## src/hdl/hyperbus_defines.svh

```systemverilog
// Timing and width constants for the HyperBus PHY; include wherever a macro is needed.
`ifndef HYPERBUS_DEFINES_SVH
`define HYPERBUS_DEFINES_SVH

// Clock cycles from the end of command-address to the first data byte.
`define HB_LATENCY_CYCLES 12

// Bytes shifted out during the command-address phase.
`define HB_CA_BYTES 6

// Data word width on the user side.
`define HB_WORD_BITS 16

// Width of the DQ bus.
`define HB_BYTE_BITS 8

// Width of the byte address on the request port.
`define HB_ADDR_BITS 32

`endif

```

## src/hdl/hyperbus_pkg.sv

```systemverilog
// Shared types of the HyperBus PHY; modules take them by a wildcard import.
`include "hyperbus_defines.svh"

package hyperbus_pkg;

  // One user data word and its byte strobes.
  typedef logic [`HB_WORD_BITS-1:0] hb_word_t;
  typedef logic [`HB_WORD_BITS/`HB_BYTE_BITS-1:0] hb_strb_t;

  // Encodings of the command-address control bits.
  localparam logic HB_SPACE_MEM    = 1'b0;
  localparam logic HB_BURST_LINEAR = 1'b1;

  // Command-address word, bit 47 first on the bus.
  typedef struct packed {
    logic        rw;
    logic        addr_space;
    logic        burst_type;
    logic [28:0] upper_addr;
    logic [12:0] reserved;
    logic [2:0]  lower_addr;
  } hb_ca_fields_t;

  // Decode fills the fields, the bus FSM sends the bytes, highest index first.
  typedef union packed {
    hb_ca_fields_t                                fields;
    logic [`HB_CA_BYTES-1:0][`HB_BYTE_BITS-1:0] bytes;
  } hb_ca_t;

endpackage

```

## src/hdl/hyperbus_cmd_if.sv

```systemverilog
// Decoded command channel from request decode to the bus FSM, valid/ready handshake.
interface hyperbus_cmd_if
  import hyperbus_pkg::*;
#(
  parameter int NR_CS       = 2,
  parameter int BURST_WIDTH = 12
) ();

  // Handshake.
  logic                   valid;
  logic                   ready;

  // Command payload, stable while valid is high.
  hb_ca_t                 ca;
  logic [NR_CS-1:0]       cs;
  logic                   write;
  logic [BURST_WIDTH-1:0] burst;

  // Decode side.
  modport producer (
    output valid,
    input  ready,
    output ca,
    output cs,
    output write,
    output burst
  );

  // Bus FSM side.
  modport consumer (
    input  valid,
    output ready,
    input  ca,
    input  cs,
    input  write,
    input  burst
  );

endinterface

```

## src/hdl/hyperbus_cmd_decode.sv

```systemverilog
// Takes one request at a time and turns it into a command-address word for the bus FSM.
`include "hyperbus_defines.svh"

module hyperbus_cmd_decode
  import hyperbus_pkg::*;
#(
  parameter int NR_CS       = 2,
  parameter int BURST_WIDTH = 12
) (
  input  logic                     clk_i,
  input  logic                     rst_n_i,
  input  logic                     trans_valid_i,
  output logic                     trans_ready_o,
  input  logic [`HB_ADDR_BITS-1:0] trans_address_i,
  input  logic [NR_CS-1:0]         trans_cs_i,
  input  logic                     trans_write_i,
  input  logic [BURST_WIDTH-1:0]   trans_burst_i,
  hyperbus_cmd_if.producer         cmd
);

  logic                     full_q;
  logic                     accept;
  logic [`HB_ADDR_BITS-1:0] word_addr;
  hb_ca_t                   ca_d;
  hb_ca_t                   ca_q;
  logic [NR_CS-1:0]         cs_q;
  logic                     write_q;
  logic [BURST_WIDTH-1:0]   burst_q;

  // Only one command is held, so a new request waits until the FSM takes it.
  assign trans_ready_o = ~full_q;
  assign accept        = trans_valid_i & trans_ready_o;

  // The memory is addressed in 16-bit words.
  always_comb begin
    word_addr                = {1'b0, trans_address_i[`HB_ADDR_BITS-1:1]};
    ca_d                     = '0;
    ca_d.fields.rw           = ~trans_write_i;
    ca_d.fields.addr_space   = HB_SPACE_MEM;
    ca_d.fields.burst_type   = HB_BURST_LINEAR;
    ca_d.fields.upper_addr   = word_addr[`HB_ADDR_BITS-1:3];
    ca_d.fields.reserved     = '0;
    ca_d.fields.lower_addr   = word_addr[2:0];
  end

  always_ff @(posedge clk_i) begin
    if (!rst_n_i) begin
      full_q <= 1'b0;
    end else if (accept) begin
      full_q <= 1'b1;
    end else if (cmd.valid && cmd.ready) begin
      full_q <= 1'b0;
    end
  end

  always_ff @(posedge clk_i) begin
    if (accept) begin
      ca_q    <= ca_d;
      cs_q    <= trans_cs_i;
      write_q <= trans_write_i;
      burst_q <= trans_burst_i;
    end
  end

  assign cmd.valid = full_q;
  assign cmd.ca    = ca_q;
  assign cmd.cs    = cs_q;
  assign cmd.write = write_q;
  assign cmd.burst = burst_q;

endmodule

```

## src/hdl/hyperbus_bus_fsm.sv

```systemverilog
// Drives the HyperBus pins for one command: chip select, clock, command-address, latency, data.
`include "hyperbus_defines.svh"

module hyperbus_bus_fsm
  import hyperbus_pkg::*;
#(
  parameter int NR_CS       = 2,
  parameter int BURST_WIDTH = 12
) (
  input  logic                     clk_i,
  input  logic                     rst_n_i,
  hyperbus_cmd_if.consumer         cmd,
  input  logic                     tx_valid_i,
  output logic                     tx_ready_o,
  input  hb_word_t                 tx_data_i,
  input  hb_strb_t                 tx_strb_i,
  output logic                     rx_byte_valid_o,
  output logic [`HB_BYTE_BITS-1:0] rx_byte_o,
  input  logic                     rx_full_i,
  output logic [NR_CS-1:0]         hyper_cs_no,
  output logic                     hyper_ck_o,
  output logic                     hyper_ck_no,
  output logic                     hyper_rwds_o,
  input  logic                     hyper_rwds_i,
  output logic                     hyper_rwds_oe_o,
  output logic [`HB_BYTE_BITS-1:0] hyper_dq_o,
  input  logic [`HB_BYTE_BITS-1:0] hyper_dq_i,
  output logic                     hyper_dq_oe_o,
  output logic                     hyper_reset_no
);

  localparam int CA_W  = $clog2(`HB_CA_BYTES + 1);
  localparam int LAT_W = $clog2(`HB_LATENCY_CYCLES + 1);

  typedef enum logic [2:0] {
    ST_IDLE,
    ST_CA,
    ST_LAT,
    ST_WDATA,
    ST_RDATA,
    ST_DONE
  } state_e;

  state_e                   state_q;
  logic                     phase_q;
  logic [CA_W-1:0]          ca_cnt_q;
  logic [LAT_W-1:0]         lat_cnt_q;
  logic [BURST_WIDTH-1:0]   word_cnt_q;
  logic [BURST_WIDTH:0]     rx_cnt_q;
  logic [NR_CS-1:0]         cs_no_q;
  logic                     ck_en_q;
  logic                     ck_q;
  logic                     dq_oe_q;
  logic                     rwds_oe_q;
  logic                     rx_byte_valid_q;
  logic [1:0]               rst_sync_q;
  logic                     words_done;

  hb_ca_t                   ca_q;
  logic                     write_q;
  logic [BURST_WIDTH-1:0]   burst_q;
  logic [`HB_BYTE_BITS-1:0] dq_out_q;
  logic                     rwds_out_q;
  logic [`HB_BYTE_BITS-1:0] lo_byte_q;
  logic                     lo_mask_q;
  logic                     rwds_prev_q;
  logic [`HB_BYTE_BITS-1:0] rx_byte_q;

  assign cmd.ready  = (state_q == ST_IDLE);
  assign words_done = (word_cnt_q == burst_q);

  // Each word slot starts in phase 0, where the write data is taken.
  assign tx_ready_o = (state_q == ST_WDATA) && !phase_q && !words_done;

  always_ff @(posedge clk_i) begin
    if (!rst_n_i) begin
      state_q         <= ST_IDLE;
      phase_q         <= 1'b0;
      ca_cnt_q        <= '0;
      lat_cnt_q       <= '0;
      word_cnt_q      <= '0;
      rx_cnt_q        <= '0;
      cs_no_q         <= '1;
      ck_en_q         <= 1'b0;
      dq_oe_q         <= 1'b0;
      rwds_oe_q       <= 1'b0;
      rx_byte_valid_q <= 1'b0;
    end else begin
      // A read byte is marked by any change of RWDS.
      rx_byte_valid_q <= (state_q == ST_RDATA) && (hyper_rwds_i != rwds_prev_q);
      if (rx_byte_valid_q) begin
        rx_cnt_q <= rx_cnt_q + 1'b1;
      end
      case (state_q)
        ST_IDLE: begin
          if (cmd.valid) begin
            cs_no_q  <= ~cmd.cs;
            ca_cnt_q <= '0;
            rx_cnt_q <= '0;
            state_q  <= ST_CA;
          end
        end
        ST_CA: begin
          ck_en_q  <= 1'b1;
          dq_oe_q  <= 1'b1;
          ca_cnt_q <= ca_cnt_q + 1'b1;
          if (ca_cnt_q == CA_W'(`HB_CA_BYTES - 1)) begin
            lat_cnt_q <= '0;
            state_q   <= ST_LAT;
          end
        end
        ST_LAT: begin
          ck_en_q   <= 1'b1;
          dq_oe_q   <= 1'b0;
          lat_cnt_q <= lat_cnt_q + 1'b1;
          if (lat_cnt_q == LAT_W'(`HB_LATENCY_CYCLES - 1)) begin
            word_cnt_q <= '0;
            phase_q    <= 1'b0;
            state_q    <= write_q ? ST_WDATA : ST_RDATA;
          end
        end
        ST_WDATA: begin
          if (phase_q) begin
            ck_en_q    <= 1'b1;
            phase_q    <= 1'b0;
            word_cnt_q <= word_cnt_q + 1'b1;
          end else if (words_done) begin
            ck_en_q <= 1'b0;
            state_q <= ST_DONE;
          end else if (tx_valid_i) begin
            ck_en_q   <= 1'b1;
            dq_oe_q   <= 1'b1;
            rwds_oe_q <= 1'b1;
            phase_q   <= 1'b1;
          end else begin
            // Clock holds until the next word arrives.
            ck_en_q <= 1'b0;
          end
        end
        ST_RDATA: begin
          if (phase_q) begin
            ck_en_q    <= 1'b1;
            phase_q    <= 1'b0;
            word_cnt_q <= word_cnt_q + 1'b1;
          end else if (words_done) begin
            ck_en_q <= 1'b0;
            if (rx_cnt_q == {burst_q, 1'b0}) begin
              state_q <= ST_DONE;
            end
          end else if (!rx_full_i) begin
            ck_en_q <= 1'b1;
            phase_q <= 1'b1;
          end else begin
            ck_en_q <= 1'b0;
          end
        end
        ST_DONE: begin
          cs_no_q   <= '1;
          ck_en_q   <= 1'b0;
          dq_oe_q   <= 1'b0;
          rwds_oe_q <= 1'b0;
          state_q   <= ST_IDLE;
        end
        default: begin
          state_q <= ST_IDLE;
        end
      endcase
    end
  end

  // Bus data and the captured command.
  always_ff @(posedge clk_i) begin
    rwds_prev_q <= hyper_rwds_i;
    rx_byte_q   <= hyper_dq_i;
    if (cmd.valid && cmd.ready) begin
      ca_q    <= cmd.ca;
      write_q <= cmd.write;
      burst_q <= cmd.burst;
    end else if (state_q == ST_CA) begin
      ca_q.bytes <= {ca_q.bytes[`HB_CA_BYTES-2:0], {`HB_BYTE_BITS{1'b0}}};
    end
    if (state_q == ST_CA) begin
      dq_out_q <= ca_q.bytes[`HB_CA_BYTES-1];
    end else if (tx_ready_o && tx_valid_i) begin
      // High byte goes first, RWDS high masks the byte.
      dq_out_q   <= tx_data_i[`HB_WORD_BITS-1:`HB_BYTE_BITS];
      rwds_out_q <= ~tx_strb_i[1];
      lo_byte_q  <= tx_data_i[`HB_BYTE_BITS-1:0];
      lo_mask_q  <= ~tx_strb_i[0];
    end else if ((state_q == ST_WDATA) && phase_q) begin
      dq_out_q   <= lo_byte_q;
      rwds_out_q <= lo_mask_q;
    end
  end

  // Toggling on the falling edge centers each clock edge in its data byte.
  always_ff @(negedge clk_i) begin
    if (!rst_n_i) begin
      ck_q <= 1'b0;
    end else if (ck_en_q) begin
      ck_q <= ~ck_q;
    end
  end

  // Memory reset is released one cycle after the PHY reset.
  always_ff @(posedge clk_i) begin
    if (!rst_n_i) begin
      rst_sync_q <= 2'b00;
    end else begin
      rst_sync_q <= {rst_sync_q[0], 1'b1};
    end
  end

  assign hyper_cs_no     = cs_no_q;
  assign hyper_ck_o      = ck_q;
  assign hyper_ck_no     = ~ck_q;
  assign hyper_dq_o      = dq_out_q;
  assign hyper_dq_oe_o   = dq_oe_q;
  assign hyper_rwds_o    = rwds_out_q;
  assign hyper_rwds_oe_o = rwds_oe_q;
  assign hyper_reset_no  = rst_sync_q[1];
  assign rx_byte_valid_o = rx_byte_valid_q;
  assign rx_byte_o       = rx_byte_q;

endmodule

```

## src/hdl/hyperbus_rx_assemble.sv

```systemverilog
// Joins read bytes into 16-bit words and buffers two of them for the rx port.
`include "hyperbus_defines.svh"

module hyperbus_rx_assemble
  import hyperbus_pkg::*;
(
  input  logic                     clk_i,
  input  logic                     rst_n_i,
  input  logic                     rx_byte_valid_i,
  input  logic [`HB_BYTE_BITS-1:0] rx_byte_i,
  output logic                     rx_full_o,
  output logic                     rx_valid_o,
  input  logic                     rx_ready_i,
  output hb_word_t                 rx_data_o
);

  logic                     half_q;
  logic [`HB_BYTE_BITS-1:0] hi_byte_q;
  hb_word_t                 buf_q [2];
  logic                     wr_ptr_q;
  logic                     rd_ptr_q;
  logic [1:0]               count_q;
  logic                     push;
  logic                     pop;
  logic                     pending;
  logic [2:0]               occupancy;

  assign push = rx_byte_valid_i & half_q;
  assign pop  = rx_valid_o & rx_ready_i;

  // A half word or an arriving byte will become a word soon.
  assign pending   = half_q | rx_byte_valid_i;
  assign occupancy = {1'b0, count_q} + {2'b00, pending} - {2'b00, pop};
  assign rx_full_o = (occupancy >= 3'd2);

  assign rx_valid_o = (count_q != 2'd0);
  assign rx_data_o  = buf_q[rd_ptr_q];

  always_ff @(posedge clk_i) begin
    if (!rst_n_i) begin
      half_q   <= 1'b0;
      wr_ptr_q <= 1'b0;
      rd_ptr_q <= 1'b0;
      count_q  <= 2'd0;
    end else begin
      if (rx_byte_valid_i) begin
        half_q <= ~half_q;
      end
      if (push) begin
        wr_ptr_q <= ~wr_ptr_q;
      end
      if (pop) begin
        rd_ptr_q <= ~rd_ptr_q;
      end
      count_q <= count_q + {1'b0, push} - {1'b0, pop};
    end
  end

  // First byte of a pair is the high byte.
  always_ff @(posedge clk_i) begin
    if (rx_byte_valid_i && !half_q) begin
      hi_byte_q <= rx_byte_i;
    end
    if (push) begin
      buf_q[wr_ptr_q] <= {hi_byte_q, rx_byte_i};
    end
  end

endmodule

```

## src/hdl/hyperbus_phy.sv

```systemverilog
// HyperBus master PHY top level; connect the request, tx, rx ports and the memory pins.
`include "hyperbus_defines.svh"

module hyperbus_phy
  import hyperbus_pkg::*;
#(
  parameter int NR_CS       = 2,
  parameter int BURST_WIDTH = 12
) (
  input  logic                     clk_i,
  input  logic                     rst_n_i,

  // Transaction requests.
  input  logic                     trans_valid_i,
  output logic                     trans_ready_o,
  input  logic [`HB_ADDR_BITS-1:0] trans_address_i,
  input  logic [NR_CS-1:0]         trans_cs_i,
  input  logic                     trans_write_i,
  input  logic [BURST_WIDTH-1:0]   trans_burst_i,

  // Write data.
  input  logic                     tx_valid_i,
  output logic                     tx_ready_o,
  input  hb_word_t                 tx_data_i,
  input  hb_strb_t                 tx_strb_i,

  // Read data.
  output logic                     rx_valid_o,
  input  logic                     rx_ready_i,
  output hb_word_t                 rx_data_o,

  // Memory pins.
  output logic [NR_CS-1:0]         hyper_cs_no,
  output logic                     hyper_ck_o,
  output logic                     hyper_ck_no,
  output logic                     hyper_rwds_o,
  input  logic                     hyper_rwds_i,
  output logic                     hyper_rwds_oe_o,
  input  logic [`HB_BYTE_BITS-1:0] hyper_dq_i,
  output logic [`HB_BYTE_BITS-1:0] hyper_dq_o,
  output logic                     hyper_dq_oe_o,
  output logic                     hyper_reset_no
);

  logic                     rx_byte_valid;
  logic [`HB_BYTE_BITS-1:0] rx_byte;
  logic                     rx_full;

  hyperbus_cmd_if #(
    .NR_CS       (NR_CS),
    .BURST_WIDTH (BURST_WIDTH)
  ) cmd_if ();

  hyperbus_cmd_decode #(
    .NR_CS       (NR_CS),
    .BURST_WIDTH (BURST_WIDTH)
  ) u_cmd_decode (
    .clk_i           (clk_i),
    .rst_n_i         (rst_n_i),
    .trans_valid_i   (trans_valid_i),
    .trans_ready_o   (trans_ready_o),
    .trans_address_i (trans_address_i),
    .trans_cs_i      (trans_cs_i),
    .trans_write_i   (trans_write_i),
    .trans_burst_i   (trans_burst_i),
    .cmd             (cmd_if.producer)
  );

  hyperbus_bus_fsm #(
    .NR_CS       (NR_CS),
    .BURST_WIDTH (BURST_WIDTH)
  ) u_bus_fsm (
    .clk_i           (clk_i),
    .rst_n_i         (rst_n_i),
    .cmd             (cmd_if.consumer),
    .tx_valid_i      (tx_valid_i),
    .tx_ready_o      (tx_ready_o),
    .tx_data_i       (tx_data_i),
    .tx_strb_i       (tx_strb_i),
    .rx_byte_valid_o (rx_byte_valid),
    .rx_byte_o       (rx_byte),
    .rx_full_i       (rx_full),
    .hyper_cs_no     (hyper_cs_no),
    .hyper_ck_o      (hyper_ck_o),
    .hyper_ck_no     (hyper_ck_no),
    .hyper_rwds_o    (hyper_rwds_o),
    .hyper_rwds_i    (hyper_rwds_i),
    .hyper_rwds_oe_o (hyper_rwds_oe_o),
    .hyper_dq_o      (hyper_dq_o),
    .hyper_dq_i      (hyper_dq_i),
    .hyper_dq_oe_o   (hyper_dq_oe_o),
    .hyper_reset_no  (hyper_reset_no)
  );

  hyperbus_rx_assemble u_rx_assemble (
    .clk_i           (clk_i),
    .rst_n_i         (rst_n_i),
    .rx_byte_valid_i (rx_byte_valid),
    .rx_byte_i       (rx_byte),
    .rx_full_o       (rx_full),
    .rx_valid_o      (rx_valid_o),
    .rx_ready_i      (rx_ready_i),
    .rx_data_o       (rx_data_o)
  );

endmodule

```

## config.mk

```make
export PLATFORM = sky130hd
export DESIGN_NAME = hyperbus_phy
export DESIGN_NICKNAME = d
export VERILOG_FILES = /design/src/hdl/hyperbus_pkg.sv /design/src/hdl/hyperbus_cmd_if.sv /design/src/hdl/hyperbus_cmd_decode.sv /design/src/hdl/hyperbus_bus_fsm.sv /design/src/hdl/hyperbus_rx_assemble.sv /design/src/hdl/hyperbus_phy.sv
export VERILOG_INCLUDE_DIRS = /design/src /design/src/hdl
export SDC_FILE = /design/constraint.sdc
export NUM_CORES = 1
export LEC_CHECK = 0
export ABC_AREA = 1
export BUFFER_PORTS_ARGS = -buffer_cell sky130_fd_sc_hd__buf_4
export CELL_PAD_IN_SITES_DETAIL_PLACEMENT = 0
export CELL_PAD_IN_SITES_GLOBAL_PLACEMENT = 1
export CORE_MARGIN = 5
export CORE_UTILIZATION = 41
export CTS_CLUSTER_DIAMETER = 50
export DETAILED_ROUTE_END_ITERATION = 12
export PLACE_DENSITY_LB_ADDON = 0.1
export SLEW_MARGIN = 5
export SYNTH_ARGS = -nofsm -noshare
export SYNTH_HDL_FRONTEND = slang
export SYNTH_SLANG_ARGS = --single-unit
export TNS_END_PERCENT = 20
```

## constraint.sdc

```tcl
create_clock -name clk_i -period 3.3 [get_ports clk_i]
set_input_delay 0.66 -clock clk_i [delete_from_list [all_inputs] [get_ports clk_i]]
set_output_delay 0.66 -clock clk_i [all_outputs]
set_load 0.1 [all_outputs]
```

==> impl_results.md <==
- Run status: finished, violations left
- Failing checks: setup timing
- Clock Path Buffers: 3
- Root buf cell: clkbuf_16
- Avg Cell Area, Syn: 10.7 um2
- Synthesized area: 8910 um2
- I/O pins: 114
- Async set-reset flop share out of synthesis: 0
- Slowest cell on the critical path: dfxtp_4
- MaxCap Viol Count: 0
- Clock power frac: 0.340
- Ys flop type: edfxtp_1
- Final Util: 0.514
- Max stage delay on crit path: 350 ps
- Switch Pwr: 3.06 mW
- Initial drt markers: 249
- Logic pwr share: 0.250
- DR vias: 5837
- Initial core utilization: 0.412
- Worst-skew pair later-pin latency: 580 ps
- Worst rel slew slack: 0.477
- Crit-path max FO: 3
- Number of global-route vias before repair: 5920
- Worst vdd ir: 0.000483 V
- Initial antenna violation count: 0
- Nets: 1054
- First-pass GRT wire length: 28300 um
- Antenna Cells: 0
- GRT overflow: 0
- GRT Util Overall: 0.141
- First drt pass iteration count: 5
- TritonCTS clock tree: yes
- GPL Wtd Cong: 0.811
- Count of state elements after synthesis: 217
- Final setup viols: 2
- Post-synth EDFFs: 156
- Seq/Total Area, Yosys: 0.663
- Inserted Clock Buffers: 29
- Hold Crit Depth: 1
- Commonest non-fill, non-tap cell in the layout: nand2_1
- Switching share of power: 0.334
- DP Cell Count: 1214
- DP Wirelength: 12400 um
- Height of the die: 157 um
- Final Worst Setup Slack: -196 ps
- Clock skew: 49.1 ps
- Die footprint: 24800 um2
- Synth Net Count: 920
- Nature of the critical path startpoint: flop
- Commonest non-fill, non-tap cells in the layout: nand2_1, edfxtp_1, buf_4
- Via/cell ratio: 4.60
- Routed Antenna Nets: 0
- Syn. warnings: 0
- H-Tree Depth: 1
- DRC violations left: 0
- Post-synth cell types: 45
- Slew Viols, Final: 0
- Wire per inst: 13.7 um
- Internal power: 6.09 mW
- Largest net degree at the start of global routing: 48
- Worst setup path class: flop to output pin
- Crit path capture type: output pin
- Post-Synthesis Cells: 832
- Lkg Pwr: 4.66 nW
- Hold Violations, Final: 0
- Area of the core: 21600 um2
- R2r worst-path depth: 16
- Worst min path class: input port to flop
- WL final: 17400 um
- Port bufs: 112
- Cells along the critical path: clkinvlp_4 -> buf_12
- Share of layout cells above drive strength 1: 0.231
- Register share of total power: 0.410
- Clk slew on worst S/H paths: 60 ps
- CP required: 2640 ps
- Num rows: 54
- RSZ-0062 raised after global routing: yes
- Arr. time, crit path: 2840 ps
- Die Width: 157 um
- Power density cells: 823 nW/um2
- Worst-margin pin slew: 782 ps
- CTS Sinks: 217
- Final Non-Filler Cells: 1269
- Area Growth Syn to Fin: 24.9%
## synth_stat cells (all sizes together) (11+ instances only)
cell,n,area (um2)
nor3,13,80.1
dfxtp,61,1220
nand4,15,93.8
inv,114,433
xnor2,12,105
nand3,29,155
nand2,238,926
mux2,16,180
nor2,73,325
clkbuf,11,41.3
o21ai,22,129
edfxtp,156,4680
a21oi,26,141
## what timing repair did
action                                  CTS  global route
cloned                                    0             0
hold buffers                              0             0
endpoints found under the hold margin     0             0
resized for setup                         3             1
buffers inserted                          0             1
endpoints found under the setup margin    2             2
## metal layers
layer	vias to the layer above	share of wire	global-route usage
met5	-	0	0
met4	0	0.014	0.0365
met3	22	0.066	0.0344
met2	132	0.47	0.229
met1	2663	0.45	0.191
li1	3020	-	-
## layout make-up
class	instances	area (um2)
Fill cell	1953	10500
Sequential cell	217	5910
Multi-Input combinational cell	482	2480
Timing Repair Buffer	121	937
Clock buffer	36	752
Inverter	114	449
Tap cell	280	350
Clock inverter	19	240
## per-stage QoR
stage | total power [mW] | area (um2) | hold slack, ps | TNS (ps) | setup WS, ps
6_report | 9.15 | 11100 | 224 | -359 | -196
5_1_grt | 9.66 | 11100 | 191 | -475 | -258
4_1_cts | 9.29 | 11100 | 195 | -422 | -227
3_5_place_dp | 6.10 | 10100 | 401 | 0 | 326
3_3_place_gp | 6.06 | 10100 | 395 | 0 | 323
2_1_floorplan | 5.50 | 8910 | 390 | -50.5 | -50.5
## critical path: cells and delay by family, from the launching register on
family   cells  cell delay, ps
buf+inv      2             260
flops        1             350
## kinds of logic after synthesis
logic type,Yosys count,synth area share
mux,16,0.0202
compound gates,62,0.0414
flops,217,0.663
fa+ha+maj,9,0.0135
xor+xnor,19,0.0187
simple gates,376,0.183
buf+inv,133,0.0598
## power by group through the flow
stage               clock network (mW)  registers (mW)  logic (mW)
global route                      3.35            3.80        2.51
detailed placement             0.00376            3.82        2.28
CTS                               3.22            3.76        2.30
finish                            3.11            3.76        2.28
global placement               0.00376            3.80        2.25
floorplan                      0.00376            4.13        1.37
## flip-flops by register name, indices dropped and copies added (netlist names), 2 cells and up, named ones only
signal,cells
u_bus_fsm.ca_cnt_q,3
u_bus_fsm.hyper_dq_o,8
u_bus_fsm.rx_cnt_q,13
u_bus_fsm.hyper_cs_no,2
u_rx_assemble.count_q,2
u_bus_fsm.lat_cnt_q,4
u_rx_assemble.hi_byte_q,8
u_bus_fsm.burst_q,12
u_bus_fsm.ca_q,38
u_bus_fsm.state_q,3
u_bus_fsm.rx_byte_o,8
u_rx_assemble.buf_q,32
u_bus_fsm.lo_byte_q,8
u_bus_fsm.rst_sync_q,2
u_bus_fsm.word_cnt_q,12
u_cmd_decode.cmd.cs,2
u_cmd_decode.cmd.ca,32
u_cmd_decode.cmd.burst,12
## worst paths after layout
check | from | end | slack [ps]
worst min-delay path | hyper_dq_i[0] | u_bus_fsm.rx_byte_o[0]$_DFF_P_ | 220
worst max-delay path | u_bus_fsm.hyper_ck_o$_SDFFE_NN0P_ | hyper_ck_no | -200
worst max register to register | u_rx_assemble.count_q[1]$_SDFF_PN0_ | u_bus_fsm.ck_en_q$_SDFFE_PN0P_ | 760
worst min register to register | u_bus_fsm.rst_sync_q[0]$_DFF_P_ | u_bus_fsm.rst_sync_q[1]$_SDFF_PN0_ | 410
(Power assumes the default switching activity.)
